<file path="src/logic/acc_pkg.sv">
package acc_pkg;

    // Array and buffer sizes
    localparam int PE_SIZE   = 4;
    localparam int PSUM_ROWS = 3;
    localparam int ACC_TILES = 2;
    localparam int OUT_DEPTH = 4;

    // Counter widths derived from the sizes
    localparam int OUT_CNT_W = $clog2(OUT_DEPTH + 1);
    localparam int ROW_W     = (PSUM_ROWS > 1) ? $clog2(PSUM_ROWS) : 1;
    localparam int TILE_W    = (ACC_TILES > 1) ? $clog2(ACC_TILES) : 1;

    typedef logic signed [7:0]  act_t;
    typedef logic signed [7:0]  weight_t;
    typedef logic signed [17:0] psum_t;
    typedef logic signed [23:0] ofmap_t;

    // Lane 0 sits in the low bits
    typedef struct packed {
        act_t [PE_SIZE-1:0] lane;
    } act_vec_t;

    typedef struct packed {
        weight_t [PE_SIZE-1:0] lane;
    } weight_row_t;

    typedef struct packed {
        psum_t [PE_SIZE-1:0] lane;
    } psum_vec_t;

    typedef struct packed {
        ofmap_t [PE_SIZE-1:0] lane;
    } ofmap_vec_t;

    typedef struct packed {
        logic        cyc;
        logic        stb;
        logic        we;
        logic [5:0]  adr;
        logic [31:0] dat;
    } wb_req_t;

    typedef struct packed {
        logic        ack;
        logic [31:0] dat;
    } wb_rsp_t;

    // Byte offsets of the register map
    localparam logic [5:0] ADR_W0     = 6'h00;
    localparam logic [5:0] ADR_W1     = 6'h04;
    localparam logic [5:0] ADR_W2     = 6'h08;
    localparam logic [5:0] ADR_W3     = 6'h0C;
    localparam logic [5:0] ADR_ACT    = 6'h10;
    localparam logic [5:0] ADR_OUT0   = 6'h20;
    localparam logic [5:0] ADR_OUT1   = 6'h24;
    localparam logic [5:0] ADR_OUT2   = 6'h28;
    localparam logic [5:0] ADR_OUT3   = 6'h2C;
    localparam logic [5:0] ADR_STATUS = 6'h30;

endpackage

</file>
<file path="src/logic/acc_counter.sv">
module acc_counter (
    input  logic clk,
    input  logic rst_n,
    input  logic psum_en,
    output logic first_tile,
    output logic last_tile,
    output logic buf_clear
);
    import acc_pkg::*;

    logic [ROW_W-1:0]  row_cnt;
    logic [TILE_W-1:0] tile_cnt;
    logic              row_last;

    assign row_last = (row_cnt == ROW_W'(PSUM_ROWS - 1));

    // Row advances per vector; tile advances on row wrap
    always_ff @(posedge clk or negedge rst_n) begin
        if (!rst_n) begin
            row_cnt  <= '0;
            tile_cnt <= '0;
        end else if (psum_en) begin
            if (row_last) begin
                row_cnt <= '0;
                if (last_tile) begin
                    tile_cnt <= '0;
                end else begin
                    tile_cnt <= tile_cnt + 1'b1;
                end
            end else begin
                row_cnt <= row_cnt + 1'b1;
            end
        end
    end

    // Decode refers to the vector currently on psum_en
    assign first_tile = (tile_cnt == '0);
    assign last_tile  = (tile_cnt == TILE_W'(ACC_TILES - 1));

    // Group done, buffer pointers go back to zero
    assign buf_clear = psum_en & last_tile & row_last;

endmodule

</file>
<file path="config.mk">
export PLATFORM = sky130hd
export DESIGN_NAME = acc_counter
export DESIGN_NICKNAME = d
export VERILOG_FILES = /design/src/logic/acc_pkg.sv /design/src/logic/acc_counter.sv
export SDC_FILE = /design/constraint.sdc
export NUM_CORES = 1
export LEC_CHECK = 0
export BUFFER_PORTS_ARGS = -buffer_cell sky130_fd_sc_hd__buf_2
export CORE_AREA = 2 2 39 41
export DETAILED_ROUTE_END_ITERATION = 12
export DIE_AREA = 0 0 41 43
export PLACE_DENSITY_LB_ADDON = 0.2
export SYNTH_ARGS = -nofsm -noshare
export SYNTH_HDL_FRONTEND = slang
export SYNTH_SLANG_ARGS = --single-unit
</file>
<file path="constraint.sdc">
create_clock -name clk -period 0.8 [get_ports clk]
set_input_delay 0.16 -clock clk [delete_from_list [all_inputs] [get_ports clk]]
set_output_delay 0.16 -clock clk [all_outputs]
set_load 0.005 [all_outputs]
</file>
==> run_results.csv <==
group,metric,value,unit
logic_synthesis,postSynthCellCount,11,
min_path,whs_endpoint,"row_cnt[1]$_DFFE_PN0P_",
worst_setup_path,rr_worst_depth,3,
pwr,pwr-share-comb,43.0,%
logic_synthesis,yosysTopAreaCell,"dfrtp_1",
worst_setup_path,setup.worst_path.start_class,"flip-flop",
pwr,clkPwrFrac,28.6,%
clock_network,cts_sinks,3,
sta,final.min_clock_period,1.172,ns
final_layout,diodes,0,
place,port_buffers,5,
worst_setup_path,cp_max_fo,2,
clock_network,numCtsBuffers,3,
logic_synthesis,synth_commonest_cells,"dfrtp_1 (3), nor2_1 (2)",
pwr,p_seq_share,28.4,%
worst_setup_path,r2r-end,"last_tile$_DFFE_PN0P_",
place,gp_congestion,0.5850,
grt,grt_usage,5.433,%
grt,met1_usage,5.178,%
run_status,status,"complete, but fails checks",
run,maxCapViolations,0,
floorplan,start_util,9.222,%
clock_network,clk_pin_slew,0.04,ns
final_layout,drive_above_1_share,53.85,%
grt,antenna_found_initial,0,
floorplan,dieWidth,41,um
worst_setup_path,reg2reg_slack,-0.14,ns
floorplan,ioPinCount,6,
grt,grt_max_degree,5,
detailed_routing,drc_errors,0,
run_status,violations,"setup timing",
logic_synthesis,synth_flop_cell,"dfrtp_1",
worst_setup_path,cp_num_buf_inv,1,
floorplan,coreArea,1384,um2
floorplan,die-area,1763,um2
sta,tightest_slew,0.1165,ns
place,dp_cells,34,
sta,finalSetupTns,-0.8602,ns
sta,setup_viol,5,
worst_setup_path,critPathTopFamily,"flip-flops",
floorplan,die_h,43,um
final_layout,area_growth,96.08,%
logic_synthesis,synth_top_area_share,58.82,%
logic_synthesis,synth_edf_count,0,
clock_network,clk_latency,0.24,ns
grt,grt_pass1_wl,524,um
sta,grt_setup_unrepaired,"true",
min_path,holdPathStages,2,
worst_setup_path,crit_chain,"nand3b_1, nor2_1, buf_2",
worst_setup_path,timing.rr.start,"row_cnt[0]$_DFFE_PN0P_",
sta,drv_slew,0,
worst_setup_path,path_depth,3,
sta,skew,0.001056,ns
logic_synthesis,netlist_top_cells_area,"dfrtp_1 (59%), mux2_2 (8.8%), mux2i_1 (7.8%)",
logic_synthesis,synth_cell_types,8,
pwr,p_sw_share,28.34,%
logic_synthesis,ys_seq_area_share,58.82,%
worst_setup_path,setup.worst_path.class,"reg -> out",
logic_synthesis,ys_ff_latch,3,
sta,max_freq,853.0,MHz
sta,finalHoldViolations,0,
worst_setup_path,end_kind,"primary output",
logic_synthesis,avgSynthCellArea,11.60,um2
pwr,ir_drop,0.0009344,V
worst_setup_path,critPathArrivalTime,1.01,ns
sta,hold_slack,0.1608,ns
logic_synthesis,synth_nets,14,
detailed_routing,wl,336,um
worst_setup_path,critPathRequiredTime,0.64,ns
detailed_routing,drtAntennaViolNets,0,
detailed_routing,initialDrtViolationCount,2,
worst_setup_path,crit_path_max_incr_delay,0.36,ns
pwr,switchingPower,0.2695,mW
pwr,intPower,0.6812,mW
worst_setup_path,cp_slowest_cell,"dfrtp_1",
pwr,power_leakage,0.1274,nW
grt,grt_most_used_layer,"met3",
logic_synthesis,syn_area,127.6,um2
detailed_routing,num_vias,133,
pwr,power.density,3799,nW/um2
grt,use_met3,7.853,%
final_layout,fin_nets,30,
clock_network,cts_tree,"built",
clock_network,cts_buffer_depth,2,
logic_synthesis,synthArstFlopShare,100.0,%
sta,relSlewSlack,92.01,%
sta,fin_ws,-0.3723,ns
logic_synthesis,synth_most_common_cell,"dfrtp_1",
min_path,holdCritStartpoint,"psum_en",
grt,grt_pass1_vias,112,
final_layout,fin_cells,42,
detailed_routing,viasPerCell,3.167,
detailed_routing,wl_per_cell,8.000,um
clock_network,cts_root_buf,"clkbuf_4",
detailed_routing,firstDrtPassIters,2,
clock_network,htreeDepth,1,
logic_synthesis,yosys_warnings,0,
floorplan,core.rowCount,14,
min_path,hp-class,"in -> reg",
sta,post-route-period-util,146.5,%
grt,grt_use_met2,5.313,%
grt,gr-total-overflow,0,
[cell families (layout without fill, tap and decap cells)]
logic type | Yosys count | after routing | share of synthesized area [%]
AND/OR/NAND/NOR | 4 | 4 | 14.71
XOR/XNOR | 1 | 1 | 6.864
multiplexers | 2 | 2 | 16.67
buffers and inverters | 1 | 16 | 2.938
flip-flops | 3 | 3 | 58.82
[layout by cell type (no fill, tap or decap)]
cell / Yosys / final
nand3b_1: 1 / 1
mux2i_1: 1 / 1
buf_2: 0 / 5
mux2_4: 0 / 1
buf_4: 0 / 5
nor2_1: 2 / 2
xnor2_1: 1 / 1
clkbuf_1: 0 / 1
nand2_1: 1 / 1
dfrtp_1: 3 / 3
inv_1: 1 / 1
clkbuf_4: 0 / 3
dlygate4sd3_1: 0 / 1
[layer usage]
metal	vias up	wire [um]	part of all wire (%)
li1	64	-	-
met1	59	130	39
met2	8	134	40
met3	2	65	19
met4	0	6	1.8
met5	-	0	0
[sequential cells by signal (all words and copies together), names as in the netlist]
name	flops
row_cnt	2
last_tile	1
[how the worst max path moves through the flow]
stage                     slack (ns)                   start        end
after floorplan                -0.03  row_cnt[0]$_DFFE_PN0P_  buf_clear
after global placement         -0.11  row_cnt[0]$_DFFE_PN0P_  buf_clear
after detailed placement       -0.13  row_cnt[0]$_DFFE_PN0P_  buf_clear
after CTS                      -0.35  row_cnt[0]$_DFFE_PN0P_  buf_clear
after global routing           -0.44  row_cnt[0]$_DFFE_PN0P_  buf_clear
final                          -0.37  row_cnt[0]$_DFFE_PN0P_  buf_clear
[layout make-up]
type                            instances  area [um2]
Fill cell                             156        1134
Timing Repair Buffer                   11       72.57
Tap cell                               16       20.02
Inverter                                1       3.754
Clock buffer                            4       26.28
Sequential cell                         3       75.07
Multi-Input combinational cell          7       52.55
[worst register-to-register path, stage by stage (launching register included)]
cell and delay, ns:
dfrtp_1 0.36, nand3b_1 0.19, buf_4 0.16, xnor2_1 0.11
[stage by stage]
step	util (%)	area, um2	setup slack (ns)	power [mW]
final	18.08	250.2	-0.3723	0.9507
after global routing	18.08	250.2	-0.4402	1.024
after CTS	17.54	242.7	-0.3534	0.9217
after detailed placement	13.56	187.7	-0.1258	0.5630
after global placement	13.56	187.7	-0.1149	0.5574
after floorplan	-	127.6	-0.03335	0.4089
[power by group through the flow]
stage	Clock [mW]	Combinational (mW)	Sequential (mW)
after global placement	0	0.281	0.277
after floorplan	0	0.124	0.285
final	0.272	0.409	0.270
after detailed placement	0	0.286	0.277
after CTS	0.285	0.369	0.268
after global routing	0.297	0.448	0.279
[timing repair]
action | 4_1_cts | 5_1_grt
pin swaps | 0 | 1
gates resized for setup | 1 | 0
endpoints found under the setup margin | 5 | 5
hold buffers | 1 | 0
hold endpoints to repair | 3 | 0
buffers inserted | 3 | 2
Note: power is estimated with default switching activity, not from simulation.
