[config.mk]
export PLATFORM = sky130hd
export DESIGN_NAME = psum_queue
export DESIGN_NICKNAME = d
export VERILOG_FILES = /design/src/logic/psum_queue.sv
export SDC_FILE = /design/constraint.sdc
export NUM_CORES = 1
export LEC_CHECK = 0
export BUFFER_PORTS_ARGS = -buffer_cell sky130_fd_sc_hd__clkbuf_2
export CAP_MARGIN = 20
export CORE_MARGIN = 4
export CORE_UTILIZATION = 53
export DETAILED_ROUTE_END_ITERATION = 10
export GPL_TIMING_DRIVEN = 0
export PLACE_DENSITY_LB_ADDON = 0.12
export SLEW_MARGIN = 20
export SYNTH_ARGS = -nofsm -noshare
export SYNTH_HDL_FRONTEND = slang
export SYNTH_SLANG_ARGS = --single-unit
[constraint.sdc]
create_clock -name clk -period 5.1 [get_ports clk]
set_clock_uncertainty 0.05 [all_clocks]
set_input_delay 1.02 -clock clk [delete_from_list [all_inputs] [get_ports clk]]
set_output_delay 1.02 -clock clk [all_outputs]
set_load 0.05 [all_outputs]
[src/logic/psum_queue.sv]
module psum_queue #(
    parameter type T     = logic,
    parameter int  DEPTH = 4
) (
    input  logic                         clk,
    input  logic                         rst_n,
    input  logic                         clear,
    input  logic                         push,
    input  T                             din,
    input  logic                         pop,
    output T                             dout,
    output logic [$clog2(DEPTH+1)-1:0]   count,
    output logic                         full
);
    typedef logic [$clog2(DEPTH)-1:0]   ptr_t;
    typedef logic [$clog2(DEPTH+1)-1:0] cnt_t;

    T     mem [DEPTH];
    ptr_t rd_ptr;
    ptr_t wr_ptr;
    logic do_push;
    logic do_pop;

    function automatic ptr_t next_ptr(input ptr_t p);
        if (p == ptr_t'(DEPTH - 1)) begin
            return '0;
        end
        return p + 1'b1;
    endfunction

    assign full    = (count == cnt_t'(DEPTH));
    assign do_pop  = pop & (count != '0);
    // A pop in the same cycle frees the slot for the push
    assign do_push = push & (~full | do_pop);

    // Head is visible before the pop edge
    assign dout = mem[rd_ptr];

    always_ff @(posedge clk or negedge rst_n) begin
        if (!rst_n) begin
            rd_ptr <= '0;
            wr_ptr <= '0;
            count  <= '0;
        end else if (clear) begin
            rd_ptr <= '0;
            wr_ptr <= '0;
            count  <= '0;
        end else begin
            if (do_push) begin
                wr_ptr <= next_ptr(wr_ptr);
            end
            if (do_pop) begin
                rd_ptr <= next_ptr(rd_ptr);
            end
            if (do_push && !do_pop) begin
                count <= count + 1'b1;
            end else if (do_pop && !do_push) begin
                count <= count - 1'b1;
            end
        end
    end

    always_ff @(posedge clk) begin
        if (do_push) begin
            mem[wr_ptr] <= din;
        end
    end

endmodule

==> impl_summary.md <==
Placement
The wire-length estimate of the detail-placed layout is between 900 and 1000 um. In this run, placement finished with an instance count of between 90 and 100. The last weighted congestion value of the routability-driven placer is around 0.74. Port buffering added 10 buffers.

GRT
The number of antenna violations at the first check in global routing was 0. Entering global routing, the biggest net connects 11 pins. In the global route stage, overall resource usage came out at between 15 and 20%. The via count of the first global-routing pass is between 500 and 600. The total overflow left after global routing is 0.

The wire length of the first global-routing pass is roughly 2300 um.

Floorplan
From bottom edge to top edge, the die measures 45.5 um. The number of top-level pins is 11. The area of the core is 1320 um2.

The floorplan die width is approximately 45 um. The die footprint is approximately 2100 um2. The effective utilization at floorplan is 56.5%. Row generation in the floorplan step produced 13 rows.

STA
The number of pins exceeding their max-slew limit in the final report is 0. For the pin with the worst max-slew slack, the measured transition is roughly 310 ps. The final-report setup violation count is 0. The fmax is about 400 MHz. The number of hold violations in the final report came to 0.

The total negative setup slack is 0 ps. Setup repair after global routing left no endpoint under its margin. Headroom to the max-slew limit came out at ~80%. The post-route fraction of the period consumed by the critical path is between 40% and 50%. The smallest clock period supported by the final layout is computed as between 2000 and 2500 ps.

Route
The amount of wire on met2 after detailed routing is 567 um. The met3 wirelength from detailed routing is about 82 um. After detailed routing, the average wire length per cell comes to around 13 um. For this block, wires on met1 add up to approximately 600 um. The detailed router's first-iteration violation count is 18. For this run, the detailed router's first-pass iteration total came to 4. For this block, the via count after detailed routing is 558. The per-cell via count in the routed design is around 5.6. The post-detailed-route DRC marker count is 0. The final wirelength is approximately 1300 um.

The highest metal layer carrying signal wires in the routed design is met4. The residual antenna-violating net count after detailed routing is 0.

Synth
The multiplexer area fraction after synthesis is 5.71%. By area, the combinational part of the netlist is dominated by simple AND/OR/NAND/NOR gates. The synthesized netlist occupies a cell area of 744 um2. The post-synthesis cell count is 70. The xor/xnor cell area share of the yosys netlist is 2.35%. The register bit count reported by yosys is 11. Sequential elements use about two fifths of the synthesized area. During synthesis, Yosys emitted a total of 0 warnings. For this run, asynchronously set or reset flops after synthesis account for 63.6%.

After Yosys synthesis, and, or, nand and nor cells account for between 20% and 30% of the synthesized area. Summing the areas of all compound-gate instances in the mapped netlist gives between 10% and 20% of the synthesized area. The number of distinct standard cells referenced by the synthesized netlist is 34. The post-synthesis share of cell area spent on full adders, half adders and majority gates is between 10% and 20%. The most used flip-flop cell after synthesis is sky130_fd_sc_hd__dfrtp_1. The post-synthesis net count is between 80 and 90.

The number of enable-type register cells in the synthesized netlist is 4. The average size of a mapped cell is 10.6 um2.

Critical path
The critical path crosses 2 cells after its start point. The number of buffer and inverter instances along the worst setup path is 1. The critical path endpoint category is a primary output. The most critical setup path has its endpoint at dout.

The beginning of the critical path is rd_ptr[0]. Data on the critical path arrives at its endpoint at 1430 ps. Of all nets on the critical path, the largest fanout is 4. The setup path with the least slack is of type register to primary output. The worst path required time is between 4000 and 5000 ps. The gate family responsible for the most delay along the worst path is multiplexers. The critical path launch point type is a register. Among all stages on the critical path, the largest delay is contributed by sky130_fd_sc_hd__mux4_2. The number of cells on the worst reg-to-reg path is 7. The critical path goes through mux4_2 > clkbuf_2. The longest individual stage delay on the worst path is 510 ps. The end of the worst register-to-register path is count[1]. Setup slack on the worst reg-to-reg path comes out at between 3000 and 4000 ps. The critical register-to-register path startpoint is count[1].

Clock tree
In this run the number of H-tree levels came out at 1. In this run, post-CTS hold repair placed 0 buffers. The clock transition at the registers of the reported paths is about 70 ps.

The tree is rooted in a sky130_fd_sc_hd__clkbuf_4. The number of buffers inserted by post-CTS setup repair is 0. The number of CTS-inserted buffers is 3. The number of instances resized during post-cts repair is 0. The maximum clock path buffer count is 2. The clock network latency to the later pin of the worst-skew pair is about 270 ps. The tree built by TritonCTS fans out to 11 sinks. TritonCTS built the clock tree.

Cells and area
The area overhead of the layout relative to synthesis is 12.8%. In the final layout, the multi-input gates occupy around 390 um2. The area taken by flip-flops and latches is between 200 and 300 um2. The fraction of final layout cells sized beyond drive strength 1 is about 29%.

At the end of the flow, the number of nets in the layout was between 90 and 100. The number of fill cells is between 100 and 150. 0 antenna diodes ended up in the layout.

The number of standard cells in the layout, taps in and fillers out is a little under 100.

Power and ir drop
IR analysis of the VDD net gives a maximum drop of roughly 0.00025 V. The areal power density over the cells is between 400 and 500 nW/um2. Summed over all cells, the static leakage comes to 0.000389 uW.

Min path
The kind of path behind the tightest hold check is input port to async pin.

Status
The flow ran to the end, and the final reports show no timing, DRC or antenna violations.

Job
The tool flagged a number of max-cap violations equal to 0.
-- where the power goes --
group | total [uW] | internal, uW | switching [uW] | leakage [uW]
sequential | 129 | 109 | 20.0 | 0.000131
clock | 60.6 | 30.3 | 30.3 | 0.0000150
combinational | 207 | 77.4 | 130 | 0.000243
total | 396 | 217 | 180 | 0.000389
-- cells by family (layout without fill, tap and decap cells) --
family	after synthesis	count (layout)
AND/OR/NAND/NOR	25	25
AO/OA/AOI/OAI	13	13
flip-flops	11	11
buffers and inverters	10	24
adder cells (fa/ha/maj)	6	6
multiplexers	3	3
XOR/XNOR	2	2
-- synth_stat cells (all sizes together), types with 2 or more instances --
library cell  n  share of area [%]
nor2          3                1.5
a31oi         2                1.7
buf           4                4.7
mux2i         2                2.7
o21ai         3                2.0
dfrtp         7                 24
a21oi         4                2.7
o2111ai       2                2.4
ha            5                8.4
nand2b        2                1.7
edfxtp        4                 16
nor4b         2                3.2
nand3         3                2.0
inv           6                3.0
or3           2                1.7
nand2         3                1.5
and3          4                3.4
-- layout make-up --
type	count	area share, %
well taps	15	2.24
clock buffers	4	3.13
plain buffers	4	4.17
inverters	6	2.68
repair buffers	10	5.96
flip-flops and latches	11	35.2
multi-input cells	49	46.6
-- per-layer routing --
metal  global-route usage, %  vias to the layer above
met5                       0                        -
met1                    20.6                      264
met2                    22.6                       12
li1                        -                      280
met4                    7.02                        0
met3                    7.11                        2
-- cells in the final DEF (no fill, tap or decap), types with 2 or more instances in the layout --
| cell | netlist | routed |
|---|---|---|
| sky130_fd_sc_hd__a21oi_1 | 4 | 4 |
| sky130_fd_sc_hd__nor2_1 | 3 | 3 |
| sky130_fd_sc_hd__buf_6 | 2 | 2 |
| sky130_fd_sc_hd__clkbuf_2 | 0 | 10 |
| sky130_fd_sc_hd__clkbuf_4 | 0 | 3 |
| sky130_fd_sc_hd__edfxtp_1 | 4 | 4 |
| sky130_fd_sc_hd__o2111ai_1 | 2 | 2 |
| sky130_fd_sc_hd__nand2b_1 | 2 | 2 |
| sky130_fd_sc_hd__nand2_1 | 3 | 3 |
| sky130_fd_sc_hd__o21ai_0 | 2 | 2 |
| sky130_fd_sc_hd__a31oi_1 | 2 | 2 |
| sky130_fd_sc_hd__inv_1 | 5 | 5 |
| sky130_fd_sc_hd__or3_1 | 2 | 2 |
| sky130_fd_sc_hd__dfrtp_1 | 7 | 7 |
| sky130_fd_sc_hd__nand3_1 | 3 | 3 |
| sky130_fd_sc_hd__and3_1 | 4 | 4 |
| sky130_fd_sc_hd__mux2i_1 | 2 | 2 |
| sky130_fd_sc_hd__ha_1 | 5 | 5 |
-- worst min path at each step --
stage / startpoint / end / slack [ps] / depth (start not counted)
after detailed placement: rd_ptr[1] / rd_ptr[1] / 510 / 2
after global routing: rst_n / rd_ptr[1] / 510 / 1
final: rst_n / rd_ptr[1] / 520 / 1
after floorplan: rd_ptr[1] / rd_ptr[1] / 470 / 2
after CTS: rst_n / rd_ptr[1] / 530 / 1
after global placement: rd_ptr[1] / rd_ptr[1] / 500 / 2
-- per-stage QoR --
stage | total power (uW) | util, % | area, um2 | setup slack, ps | hold slack, ps
6_report | 396 | 63.7 | 840 | 2600 | 525
3_3_place_gp | 334 | 61.7 | 813 | 2590 | 504
3_5_place_dp | 339 | 61.7 | 813 | 2590 | 515
2_1_floorplan | 298 | - | 744 | 2660 | 474
4_1_cts | 401 | 63.7 | 840 | 2590 | 525
5_1_grt | 432 | 63.7 | 840 | 2530 | 514
-- flip-flops by register name, summed over array words and instances, names as in the netlist --
name	count
rd_ptr	2
count	3
wr_ptr	2
mem	4
Note: power is estimated with default switching activity, not from simulation.
