[src/logic/acc_pkg.sv]
package acc_pkg;

    // Array and buffer sizes
    localparam int PE_SIZE   = 4;
    localparam int PSUM_ROWS = 3;
    localparam int ACC_TILES = 2;
    localparam int OUT_DEPTH = 4;

    // Counter widths derived from the sizes
    localparam int OUT_CNT_W = $clog2(OUT_DEPTH + 1);
    localparam int ROW_W     = (PSUM_ROWS > 1) ? $clog2(PSUM_ROWS) : 1;
    localparam int TILE_W    = (ACC_TILES > 1) ? $clog2(ACC_TILES) : 1;

    typedef logic signed [7:0]  act_t;
    typedef logic signed [7:0]  weight_t;
    typedef logic signed [17:0] psum_t;
    typedef logic signed [23:0] ofmap_t;

    // Lane 0 sits in the low bits
    typedef struct packed {
        act_t [PE_SIZE-1:0] lane;
    } act_vec_t;

    typedef struct packed {
        weight_t [PE_SIZE-1:0] lane;
    } weight_row_t;

    typedef struct packed {
        psum_t [PE_SIZE-1:0] lane;
    } psum_vec_t;

    typedef struct packed {
        ofmap_t [PE_SIZE-1:0] lane;
    } ofmap_vec_t;

    typedef struct packed {
        logic        cyc;
        logic        stb;
        logic        we;
        logic [5:0]  adr;
        logic [31:0] dat;
    } wb_req_t;

    typedef struct packed {
        logic        ack;
        logic [31:0] dat;
    } wb_rsp_t;

    // Byte offsets of the register map
    localparam logic [5:0] ADR_W0     = 6'h00;
    localparam logic [5:0] ADR_W1     = 6'h04;
    localparam logic [5:0] ADR_W2     = 6'h08;
    localparam logic [5:0] ADR_W3     = 6'h0C;
    localparam logic [5:0] ADR_ACT    = 6'h10;
    localparam logic [5:0] ADR_OUT0   = 6'h20;
    localparam logic [5:0] ADR_OUT1   = 6'h24;
    localparam logic [5:0] ADR_OUT2   = 6'h28;
    localparam logic [5:0] ADR_OUT3   = 6'h2C;
    localparam logic [5:0] ADR_STATUS = 6'h30;

endpackage

[src/logic/psum_accumulator.sv]
module psum_accumulator (
    input  acc_pkg::psum_vec_t  psum,
    input  logic                psum_en,
    input  logic                first_tile,
    input  logic                last_tile,
    input  acc_pkg::ofmap_vec_t buf_head,
    output logic                buf_pop,
    output logic                buf_push,
    output acc_pkg::ofmap_vec_t buf_data,
    output logic                out_push,
    output acc_pkg::ofmap_vec_t out_data
);
    import acc_pkg::*;

    ofmap_vec_t ext;
    ofmap_vec_t sum;
    ofmap_vec_t result;

    always_comb begin
        for (int i = 0; i < PE_SIZE; i++) begin
            ext.lane[i] = ofmap_t'(psum.lane[i]);
            sum.lane[i] = buf_head.lane[i] + ext.lane[i];
        end
    end

    // First tile starts from zero, later tiles add the buffered row
    assign result = first_tile ? ext : sum;

    // Nothing is buffered yet in the first tile
    assign buf_pop  = psum_en & ~first_tile;
    // Last tile sends the row out instead of back
    assign buf_push = psum_en & ~last_tile;
    assign out_push = psum_en & last_tile;

    assign buf_data = result;
    assign out_data = result;

endmodule

[config.mk]
export PLATFORM = sky130hd
export DESIGN_NAME = psum_accumulator
export DESIGN_NICKNAME = d
export VERILOG_FILES = /design/src/logic/acc_pkg.sv /design/src/logic/psum_accumulator.sv
export SDC_FILE = /design/constraint.sdc
export NUM_CORES = 1
export LEC_CHECK = 0
export BUFFER_PORTS_ARGS = -buffer_cell sky130_fd_sc_hd__buf_2
export CORE_AREA = 5 5 139 141
export DETAILED_ROUTE_END_ITERATION = 12
export DIE_AREA = 0 0 144 146
export GPL_TIMING_DRIVEN = 0
export PLACE_DENSITY = 0.66
export SYNTH_ARGS = -nofsm -noshare
export SYNTH_HDL_FRONTEND = slang
export SYNTH_SLANG_ARGS = --single-unit
[constraint.sdc]
create_clock -name vclk -period 3.3
set_clock_uncertainty 0.15 [all_clocks]
set_input_delay 0.165 -clock vclk [all_inputs]
set_output_delay 0.165 -clock vclk [all_outputs]
set_load 0.005 [all_outputs]
==> results.cfg, run 1 <==
[timing]
drv_slew = 0
setup_viol = 0
rsz0062_at_grt = no
worst_pin_slew_ns = 0.825
min_period_ns = 3.09
fin_tns_setup_ns = 0
post-route-period-util_pct = 93.5
maxSlewHeadroom_pct = 45.0
hold_viol = 0
fmax_mhz = 324

[worst_setup_path]
crit_type = input port to output port
worst_setup_path_start_kind = input port
crit_required_ns = 2.98
slowest_stage = clkbuf_1
cp_top_family = buffers and inverters
worst-path-max-fanout = 10
crit_chain = buf_2 -> buf_2 -> buf_2 -> clkbuf_1 -> clkbuf_1 -> o21ai_0 -> buf_4 -> buf_2
end_kind = output port
cp_slowest_stage_delay_ns = 0.58
cp_num_buf_inv = 7
worstPathArrival_ns = 2.77
cp_common_cell = buf_2

[global_routing]
grt_antenna_before_repair = 3
grt_max_degree = 13
grt_pass1_wl_um = 39200
grt_usage_pct = 22.1
grt_pass1_vias = 7875
overflow = 0

[route]
drtPass1Iterations = 5
wl_um = 25000
vias_per_cell = 5.26
drt_iter0_drc = 346
wl_per_cell_um = 16.1
final_antenna_net_count = 0
dr_total_vias = 8169
drc = 0

[die]
die_height_um = 146
ios = 366
coreArea_mm2 = 0.0178
rows = 49
die_w_um = 144
start_util_pct = 36.5
dieArea_mm2 = 0.0210

[yosys]
syn_nets = 1224
yosys-mux-area-fraction_pct = 2.00
synth_top_cell_area_share_pct = 17.7
yosysWarnings = 0
synth_area_leader_cell = ha_1
synth-xor-area-share_pct = 9.42
ys_types = 80
syn-cell-area_mm2 = 0.00651
ys_seq_area_share_pct = 0
synth_top_family_by_area = compound AO/OA/AOI/OAI gates
yosys-top-cells-area = ha_1 18%, buf_4 11%, nand2_1 6.9%
syn_inst = 957
synth_fa_ha_area_share_pct = 18.9
synthSimpleGateAreaFrac_pct = 21.0
synth.avg_cell_area_um2 = 6.80
synth_compound_area_share_pct = 33.9

[final_layout]
fillers = 1859
final_cell_mix = 375 x buf_2, 120 x nand2_1, 96 x buf_4
finish.utilization_pct = 48.4
areaGrowthSynthToFinish_pct = 32.7
final_cell_count_no_fill = 1553
drive_gt1_share_pct = 38.5
layout_commonest_cell = buf_2
clkbuf_count = 0
register_area_um2 = 0
seq_cell_count = 0
nets = 1592

[min_path]
hold_class = input port to output port

[status]
outcome = finished, final reports clean

[power]
vdd_drop_max_mv = 0.108
p_leak_nw = 4.51
cellPowerDensity_mw_per_mm2 = 221

[placed_design]
place.gp.congestion = 0.908
placedCellCount = 1552
portBuffers = 366
dp_hpwl_um = 21600

[flow_run]
maxCapViolations = 0
## stage by stage
stage          setup slack [ns]  power, mW  hold slack [ns]  area (um2)
6_report                  0.214       1.90            0.430        8630
5_1_grt                  0.0391       2.11            0.456        8630
4_1_cts                   0.161       1.91            0.431        8630
3_5_place_dp              0.171       1.90            0.429        8630
3_3_place_gp              0.101       1.89            0.435        8630
2_1_floorplan             0.750       1.22            0.210        6510
## worst paths after layout
| check | start | to | slack, ns | cells after the start |
|---|---|---|---|---|
| max | first_tile | out_data[89] | 0.21 | 8 |
| min | last_tile | buf_push | 0.43 | 3 |
## synth_stat cells, types with 4 or more instances
cell type and number:
o2111ai_1 5, and2_1 6, mux2i_1 4, o21a_1 8
o21ai_0 64, and3_1 8, xnor2_1 30, a31oi_1 11
nor2_1 48, or4_1 4, ha_1 92, buf_4 96
o21bai_1 7, o21ai_1 45, nand2b_1 5, o31ai_1 9
or3_1 7, a21oi_2 4, o211ai_1 13, and4_1 4
a211oi_1 9, a21o_1 38, buf_2 9, fa_1 4
nand4_1 23, nand3_1 17, mux2_2 8, xor2_1 40
inv_1 23, clkbuf_1 25, a21oi_1 81, nand2_1 120
nor2b_1 11, nor3_1 14
## power breakdown
part / total [mW] / internal [mW] / leakage (nW) / switching [mW]
clock network: 0.0000000405 / 0.0000000405 / 0.00000634 / 0
registers: 0 / 0 / 0 / 0
logic: 1.90 / 0.930 / 4.51 / 0.974
## layer usage
metal / up-vias / wire length [um] / GRT usage (%)
met5: - / 27 / 0
met4: 4 / 199 / 1.65
met3: 20 / 1770 / 2.53
met2: 285 / 12500 / 41.2
met1: 3673 / 10500 / 28.2
li1: 4187 / - / -
## tightest hold or removal path, stage by stage
cell,delay [ns]
buf_2,0.09
nor2b_1,0.04
buf_2,0.12
## cells by family after synthesis
kind of cell | after synthesis
AO/OA/AOI/OAI | 340
XOR/XNOR | 70
adder cells (fa/ha/maj) | 96
buffers and inverters | 156
multiplexers | 12
AND/OR/NAND/NOR | 283
## timing repair
action | 4_1_cts | 5_1_grt
buffers inserted | 0 | 0
setup endpoints to repair | 0 | 1
hold buffers | 0 | 0
gates resized for setup | 0 | 1
## cell type report
class	count	area [um2]	area share, %
Timing Repair Buffer	366	1830	21.2
Tap cell	229	287	3.32
Buffer	132	875	10.1
Multi-Input combinational cell	801	5550	64.3
Inverter	24	90.1	1.04
Antenna cell	1	2.50	0.0290
Note: power is estimated with default switching activity, not from simulation.
==> run 2: changes to the inputs <==
Settings changed: ABC_AREA from default to 0.
Clock period 3.3 ns to 3.5 ns, I/O delays scaled along.
==> run 2 against run 1 <==
Largest power group unchanged. Non-clock buffer count unchanged. Highest routed layer unchanged. Wire length hardly changed. Largest cell class unchanged. Total power shrank 5.8%.
==> results.cfg, run 2 (synthesized netlist as in run 1, its figures left out) <==
[global_routing]
grt_max_degree = 13
grt_usage_pct = 22.1
grt_pass1_wl_um = 39200
grt_antenna_before_repair = 3
overflow = 0
grt_pass1_vias = 7875

[placed_design]
dp_slack_ns = 0.351
dp_hpwl_um = 21600
place.gp.congestion = 0.908
place_area_mm2 = 0.00863
placedCellCount = 1552
portBuffers = 366

[power]
p_leak_nw = 4.51
vdd_drop_max_mv = 0.102
finalPower_mw = 1.79
cellPowerDensity_mw_per_mm2 = 208

[final_layout]
drive_gt1_share_pct = 38.4
clkbuf_count = 0
fillers = 1857
areaGrowthSynthToFinish_pct = 32.6
seq_cell_count = 0
final_cell_mix = 375 x buf_2, 120 x nand2_1, 96 x buf_4
final_cell_count_no_fill = 1553
multi_input_area_mm2 = 0.00554
finish.utilization_pct = 48.4
nets = 1592
layout_commonest_cell = buf_2
register_area_um2 = 0
design_area_mm2 = 0.00863

[timing]
hold_viol = 0
fin_tns_setup_ns = 0
setup_ws_ns = 0.307
post-route-period-util_pct = 91.2
setup_viol = 0
holdWs_ns = 0.450
min_period_ns = 3.19
maxSlewHeadroom_pct = 46.2
fmax_mhz = 313
drv_slew = 0
rsz0062_at_grt = no
worst_pin_slew_ns = 0.807

[die]
die_w_um = 144
ios = 366
start_util_pct = 36.5
coreArea_mm2 = 0.0178
dieArea_mm2 = 0.0210
rows = 49
die_height_um = 146

[worst_setup_path]
crit_required_ns = 3.17
cp_num_buf_inv = 4
cp_slowest_stage_delay_ns = 0.44
crit_chain = buf_2 -> ha_1 -> inv_1 -> fa_1 -> nor2b_1 -> o211ai_1 -> a31o_1 -> a21boi_2 -> o2111ai_1 -> and3_1 -> o31ai_1 -> buf_4 -> buf_2
crit_type = input port to output port
worst-path-max-fanout = 4
worst_setup_path_start_kind = input port
cp_top_family = compound AO/OA/AOI/OAI gates
cp_common_cell = buf_2
worstPathArrival_ns = 2.87
slowest_stage = fa_1
end_kind = output port

[clock_tree]
post_cts_buffers = 0
cts_hold_buf = 0
postCtsResizedCells = 0

[flow_run]
maxCapViolations = 0

[min_path]
hold_class = input port to output port

[route]
wl_per_cell_um = 16.1
dr_total_vias = 8142
vias_per_cell = 5.24
drtPass1Iterations = 5
wl_um = 25000
drt_iter0_drc = 384
final_antenna_net_count = 0
drc = 0

[status]
outcome = finished, final reports clean
run 2: changes by cell type in the layout (fill, tap and decap cells not counted):
cell	previous run	this run
o31ai_1	8	9
o31ai_2	1	0
run 2: worst paths after layout:
path | slack, ns | startpoint | cells past startpoint | to
setup / recovery | 0.31 | psum[54] | 13 | out_data[90]
hold / removal | 0.45 | last_tile | 3 | buf_push
run 2: layout make-up:
| type | count | share of cell area [%] |
|---|---|---|
| Multi-Input combinational cell | 801 | 64.2 |
| Timing Repair Buffer | 366 | 21.2 |
| Buffer | 132 | 10.1 |
| Tap cell | 229 | 3.32 |
| Inverter | 24 | 1.04 |
| Antenna cell | 1 | 0.0290 |
run 2: power by group:
part	internal, mW	switching [mW]	leakage, nW	total (mW)
registers	0	0	0	0
clock network	0.0000000382	0	0.00000634	0.0000000382
logic	0.876	0.918	4.51	1.79
total	0.876	0.918	4.51	1.79
run 2: metal layers:
| layer | wire length [um] | global-route usage, % | vias up |
|---|---|---|---|
| li1 | - | - | 4186 |
| met3 | 1730 | 2.53 | 18 |
| met2 | 12500 | 41.2 | 279 |
| met4 | 187 | 1.65 | 4 |
| met5 | 27 | 0 | - |
| met1 | 10600 | 28.2 | 3655 |
