## config.mk

```make
export PLATFORM = sky130hd
export DESIGN_NAME = wb_acc_regs
export DESIGN_NICKNAME = d
export VERILOG_FILES = /design/src/logic/acc_pkg.sv /design/src/logic/wb_acc_regs.sv
export SDC_FILE = /design/constraint.sdc
export NUM_CORES = 1
export LEC_CHECK = 0
export BUFFER_PORTS_ARGS = -buffer_cell sky130_fd_sc_hd__buf_2
export CAP_MARGIN = 20
export CORE_ASPECT_RATIO = 0.7
export CORE_MARGIN = 8
export CORE_UTILIZATION = 49
export DETAILED_ROUTE_END_ITERATION = 10
export PLACE_DENSITY = 0.83
export SETUP_SLACK_MARGIN = 0.2
export SYNTH_ARGS = -nofsm -noshare
export SYNTH_HDL_FRONTEND = slang
export SYNTH_SLANG_ARGS = --single-unit
```

## constraint.sdc

```tcl
create_clock -name clk -period 3.6 [get_ports clk]
set_input_delay 0.72 -clock clk [delete_from_list [all_inputs] [get_ports clk]]
set_output_delay 0.72 -clock clk [all_outputs]
set_load 0.005 [all_outputs]
```

## src/logic/acc_pkg.sv

```systemverilog
package acc_pkg;

    // Array and buffer sizes
    localparam int PE_SIZE   = 4;
    localparam int PSUM_ROWS = 3;
    localparam int ACC_TILES = 2;
    localparam int OUT_DEPTH = 4;

    // Counter widths derived from the sizes
    localparam int OUT_CNT_W = $clog2(OUT_DEPTH + 1);
    localparam int ROW_W     = (PSUM_ROWS > 1) ? $clog2(PSUM_ROWS) : 1;
    localparam int TILE_W    = (ACC_TILES > 1) ? $clog2(ACC_TILES) : 1;

    typedef logic signed [7:0]  act_t;
    typedef logic signed [7:0]  weight_t;
    typedef logic signed [17:0] psum_t;
    typedef logic signed [23:0] ofmap_t;

    // Lane 0 sits in the low bits
    typedef struct packed {
        act_t [PE_SIZE-1:0] lane;
    } act_vec_t;

    typedef struct packed {
        weight_t [PE_SIZE-1:0] lane;
    } weight_row_t;

    typedef struct packed {
        psum_t [PE_SIZE-1:0] lane;
    } psum_vec_t;

    typedef struct packed {
        ofmap_t [PE_SIZE-1:0] lane;
    } ofmap_vec_t;

    typedef struct packed {
        logic        cyc;
        logic        stb;
        logic        we;
        logic [5:0]  adr;
        logic [31:0] dat;
    } wb_req_t;

    typedef struct packed {
        logic        ack;
        logic [31:0] dat;
    } wb_rsp_t;

    // Byte offsets of the register map
    localparam logic [5:0] ADR_W0     = 6'h00;
    localparam logic [5:0] ADR_W1     = 6'h04;
    localparam logic [5:0] ADR_W2     = 6'h08;
    localparam logic [5:0] ADR_W3     = 6'h0C;
    localparam logic [5:0] ADR_ACT    = 6'h10;
    localparam logic [5:0] ADR_OUT0   = 6'h20;
    localparam logic [5:0] ADR_OUT1   = 6'h24;
    localparam logic [5:0] ADR_OUT2   = 6'h28;
    localparam logic [5:0] ADR_OUT3   = 6'h2C;
    localparam logic [5:0] ADR_STATUS = 6'h30;

endpackage

```

## src/logic/wb_acc_regs.sv

```systemverilog
module wb_acc_regs (
    input  logic                                       clk,
    input  logic                                       rst_n,
    input  acc_pkg::wb_req_t                           wb_req,
    output acc_pkg::wb_rsp_t                           wb_rsp,
    output acc_pkg::weight_row_t [acc_pkg::PE_SIZE-1:0] weights,
    output acc_pkg::act_vec_t                          act,
    output logic                                       act_valid,
    input  logic                                       last_tile,
    input  acc_pkg::ofmap_vec_t                        out_head,
    input  logic [acc_pkg::OUT_CNT_W-1:0]              out_count,
    output logic                                       out_pop
);
    import acc_pkg::*;

    logic        ack;
    logic [31:0] rsp_dat;
    logic [31:0] rd_data;
    logic        req;
    logic        is_act;
    logic        stall;
    logic        take;
    logic        psum_pend;
    logic        out_full;
    logic        out_empty;

    // No new request while ack is up, so ack lasts one cycle
    assign req    = wb_req.cyc & wb_req.stb & ~ack;
    assign is_act = wb_req.we & (wb_req.adr == ADR_ACT);

    // Queue nearly full in the last tile.
    // Also hold off while a vector is still uncounted, its tile is not known yet
    assign stall = is_act
                 & (out_count >= OUT_CNT_W'(OUT_DEPTH - 1))
                 & (last_tile | psum_pend);
    assign take  = req & ~stall;

    // Reading the top lane releases the head vector
    assign out_pop = take & ~wb_req.we & (wb_req.adr == ADR_OUT3);

    assign out_full  = (out_count == OUT_CNT_W'(OUT_DEPTH));
    assign out_empty = (out_count == '0);

    always_comb begin
        case (wb_req.adr)
            ADR_W0, ADR_W1, ADR_W2, ADR_W3: begin
                rd_data = weights[wb_req.adr[3:2]];
            end
            ADR_OUT0, ADR_OUT1, ADR_OUT2, ADR_OUT3: begin
                rd_data = 32'(out_head.lane[wb_req.adr[3:2]]);
            end
            ADR_STATUS: begin
                rd_data = {{(28 - OUT_CNT_W){1'b0}}, out_count, 2'b00, out_full, out_empty};
            end
            default: begin
                rd_data = '0;
            end
        endcase
    end

    always_ff @(posedge clk or negedge rst_n) begin
        if (!rst_n) begin
            ack       <= 1'b0;
            act_valid <= 1'b0;
            psum_pend <= 1'b0;
            weights   <= '0;
        end else begin
            ack       <= take;
            act_valid <= take & is_act;
            // Mirrors psum_en of the PE row
            psum_pend <= act_valid;
            if (take && wb_req.we && wb_req.adr[5:4] == 2'b00) begin
                weights[wb_req.adr[3:2]] <= weight_row_t'(wb_req.dat);
            end
        end
    end

    always_ff @(posedge clk) begin
        if (take) begin
            rsp_dat <= rd_data;
        end
        if (take && is_act) begin
            act <= act_vec_t'(wb_req.dat);
        end
    end

    assign wb_rsp.ack = ack;
    assign wb_rsp.dat = rsp_dat;

endmodule

```

==> results.txt <==
----------------------------------------------------
[Die]
  Die span in y ... 127 µm
  Area of the die ... 0.0221 mm²
  Die width ... 174 µm
  Area of the core ... 0.0172 mm²
  I/O pin count ... between 300 and 400
  Count of standard-cell rows ... 40
  Starting density of the core ... 50.1%

[STA]
  RSZ-0062 raised after global routing ... false
  Final setup violation count ... 0
  Slew @ Worst Pin ... 0.785 ns
  Period utilisation layout ... between 60% and 70%
  Endpoints failing hold ... 0
  Worst Clk Skew ... 0.0144 ns
  Final total negative setup slack ... 0 ns
  Minimum clock period ... 2.32 ns
  Max Clock Freq ... between 400 and 500 MHz
  Pins over their slew limit ... 0
  Relative max-transition margin ... 47.6%

[Clock tree]
  Clock tree from TritonCTS ... yes
  Depth of the CTS H-tree ... 4
  Total clock buffers created by CTS ... 17
  Root Buffer Master ... sky130_fd_sc_hd__clkbuf_16
  Hold buffer count at CTS ... 0
  Register clock-pin slew on the reported worst setup and hold paths ... roughly 0.070 ns
  Latest clock arrival within the worst-skew pair ... 0.43 ns
  TritonCTS sink count ... 195
  Number of setup buffers added after CTS ... 0
  Clock tree buffer depth ... 2
  Number of gates given a new drive strength after cts ... 0

[Power]
  Sequential cell fraction of total power ... 50.1%
  Final total power ... between 5000 and 6000 µW
  Reported net switching power ... 1360 µW
  Relative contribution of combinational cells to total power ... 14.9%
  Internal Power ... 3870 µW
  Ratio of total power to cell area ... between 400 and 500 mW/mm²
  Highest ir drop seen on vdd ... 0.388 mV
  Leak pwr ... about 0.0055 µW
  Part of the total power dissipated in the clock network ... 35.0%
  Switching Fraction ... 26.1%

[Min path]
  Worst hold path type ... primary input to async pin

[Critical path]
  Total buffers and inverters traversed by the critical path ... 2
  Critical Path Source Type ... primary input
  Most Frequent Cell on Critical Path ... sky130_fd_sc_hd__buf_2
  Crit path required time ... 2.88 ns
  Cell breakdown of the critical path ... buf_2 -> nand2_1 -> nor2_1 -> and3_1 -> buf_2
  Endpoint class of the critical path ... output port
  Family of cells with the greatest summed delay on the critical path ... simple AND/OR/NAND/NOR gates
  Arr. time, crit path ... 1.60 ns
  Slowest stage cell, crit path ... sky130_fd_sc_hd__buf_2
  Largest stage delay, worst path ... 0.29 ns
  Largest driver fanout on the critical path ... 13
  Worst setup path category ... primary input to output port

[Layout]
  Antenna fix cells ... 0
  Fraction of final layout cells sized beyond drive strength 1 ... just under 70%
  Final std cell area, no fill ... approximately 0.011 mm²
  Layout Nets ... 965
  Number of standard cells in the layout, taps in and fillers out ... ~1100
  Filler instances ... 1271
  Post-synthesis to final-layout area growth ... 29.8%

[Route]
  DR vias/cell ... roughly 5.6
  Antenna-violating nets left ... 0
  Wire length per cell ... ~24 µm
  Iteration count of the initial detailed-routing pass ... 7
  DRC violation total after the first TritonRoute iteration ... 401
  Drt drc ... 0
  Detailed-route via count ... 5982
  Total Wirelength ... 25600 µm

[GRT]
  Wire length of the first global-routing pass ... 40000 µm
  Global route total overflow ... 0
  Number of antenna violations at the first check in global routing ... 0
  Via count of the first global-routing pass ... 6562
  Overall Global Routing Usage ... 23.3%
  Pin count of the biggest net entering global routing ... slightly above 80

[Synth]
  Area share of the largest cell type after synthesis ... a little under two fifths
  Post-synthesis xor/xnor area fraction ... 0%
  Mean instance size in the synthesized netlist ... 17.7 µm²
  Total standard cell area after synthesis ... 0.00860 mm²
  Cell variety after synth ... 28
  Cell types with the largest area share after synthesis ... sky130_fd_sc_hd__dfrtp_1 38%, sky130_fd_sc_hd__edfxtp_1 22%, sky130_fd_sc_hd__mux2_2 17%, sky130_fd_sc_hd__mux4_2 15%, sky130_fd_sc_hd__a22o_1 1.8%
  Largest family of logic cells by synthesized area ... multiplexers
  Post-synthesis cell type with the largest combined area ... sky130_fd_sc_hd__dfrtp_1
  Simple-gate share of the synthesized area ... between 3 and 4%
  Ys Warns ... 0
  Synthesized net count ... 629
  Arithmetic-cell share of the synthesized area counting full adders, half adders and majority gates ... 0%
  Proportion of synthesized area in mux cells ... 31.4%
  Post-synthesis sequential element count ... 195
  Number of cells produced by synthesis ... 486
  Share of synthesized area occupied by flip-flops and latches ... 60.5%
  Area fraction in compound gates after synthesis ... 2.52%

[Placed design]
  Final weighted congestion of routability-driven global placement ... approximately 0.85
  DPL Wire Length ... 18600 µm
  Placement Cell Area ... between 0.01 and 0.015 mm²
  Port Buffers ... ~340
  Number of cells after detailed placement ... a little over 1000

[Run status]
  Status ... finished, final reports clean

[Job]
  MaxCap Viol Count ... 0

----------------------------------------------------
cells in the mapped netlist:
| cell type | n |
|---|---|
| sky130_fd_sc_hd__dfrtp_1 | 131 |
| sky130_fd_sc_hd__mux2_2 | 128 |
| sky130_fd_sc_hd__edfxtp_1 | 64 |
| sky130_fd_sc_hd__mux4_2 | 56 |
| sky130_fd_sc_hd__nand2_1 | 23 |
| sky130_fd_sc_hd__buf_2 | 19 |
| sky130_fd_sc_hd__a22o_1 | 18 |
| sky130_fd_sc_hd__a22oi_1 | 5 |
| sky130_fd_sc_hd__buf_6 | 5 |
| sky130_fd_sc_hd__clkbuf_1 | 5 |
| sky130_fd_sc_hd__nand3_1 | 5 |
| sky130_fd_sc_hd__nor2_1 | 5 |
| sky130_fd_sc_hd__buf_4 | 3 |
| sky130_fd_sc_hd__nand4b_2 | 2 |
| sky130_fd_sc_hd__nor3b_1 | 2 |
| sky130_fd_sc_hd__nor3b_4 | 2 |
| sky130_fd_sc_hd__o21ai_0 | 2 |
| sky130_fd_sc_hd__a21oi_1 | 1 |
| sky130_fd_sc_hd__a31oi_1 | 1 |
| sky130_fd_sc_hd__and3_1 | 1 |
| sky130_fd_sc_hd__and3b_1 | 1 |
| sky130_fd_sc_hd__inv_1 | 1 |
| sky130_fd_sc_hd__nand2_2 | 1 |
| sky130_fd_sc_hd__nand3b_1 | 1 |
| sky130_fd_sc_hd__nor3_1 | 1 |
| sky130_fd_sc_hd__nor4_2 | 1 |
| sky130_fd_sc_hd__nor4b_1 | 1 |
| sky130_fd_sc_hd__nor4b_2 | 1 |
worst reg2reg max path, cell delays in order (launching register included):
cell and delay (ns):
sky130_fd_sc_hd__dfrtp_1 0.41, sky130_fd_sc_hd__and3b_1 0.35, sky130_fd_sc_hd__nand4b_2 0.62, sky130_fd_sc_hd__buf_12 0.42
sky130_fd_sc_hd__mux2_2 0.29
registers in the layout (all words and copies together), names as in the netlist:
register and cells:
rsp_dat 32, act_valid 1, weights 128, psum_pend 1, act 32, ack 1
cells by family after synthesis:
group / count (synthesis)
flip-flops: 195
multiplexers: 184
AND/OR/NAND/NOR: 47
buffers and inverters: 33
AO/OA/AOI/OAI: 27
routing by layer:
metal | GRT usage [%] | share of wire [%]
met1 | 29.7 | 40
met2 | 37.9 | 49
met3 | 8.12 | 11
met4 | 5.61 | 1.2
met5 | 0 | 0
per-stage QoR:
step / worst slack (ns) / hold slack (ns) / util [%]
2_1_floorplan: 0.248 / 0.376 / -
3_3_place_gp: 0.949 / 0.387 / 61.7
3_5_place_dp: 0.892 / 0.398 / 61.7
4_1_cts: 1.27 / 0.350 / 65.0
5_1_grt: 1.17 / 0.375 / 65.0
6_report: 1.28 / 0.314 / 65.0
final cells by class:
type	instances	area [µm²]	area share, %
multi-input cells	258	3250	29.1
repair buffers	349	1850	16.6
clock inverters	13	115	1.03
clock buffers	19	453	4.06
inverters	1	3.75	0.0336
flip-flops and latches	195	5200	46.6
well taps	231	289	2.59
cell usage in the layout, fill, tap and decap left out, drive strengths merged:
master and count:
a22oi 5, o21ai 2, edfxtp 64, mux2 128, clkbuf 19, and3b 1, clkinvlp 2, a22o 18
a21oi 1, clkinv 3, nand3 5, nor2 5, nor4 1, a31oi 1, nor3b 4, dfrtp 131
nand3b 1, nand2 24, nor3 1, nand4b 2, and3 1, nor4b 2, inv 9, buf 349
mux4 56
power by group through the flow:
stage / sequential [µW] / clock [µW] / combinational (µW)
CTS: 2620 / 1860 / 797
detailed placement: 2660 / 0 / 794
global route: 2640 / 1960 / 847
global placement: 2650 / 0 / 777
floorplan: 2650 / 0 / 355
finish: 2620 / 1830 / 782
final timing paths:
path,from,endpoint,slack (ns),cells after the start
setup reg to reg,ack,weights[54],1.39,4
setup / recovery,wb_req[35],out_pop,1.28,5
max in group asynchronous,rst_n,weights[38],2.56,2
hold reg to reg,act_valid,psum_pend,0.42,0
hold / removal,rst_n,weights[109],0.31,1
min in group clk,act_valid,psum_pend,0.42,0
Note: power is estimated with default switching activity, not from simulation.
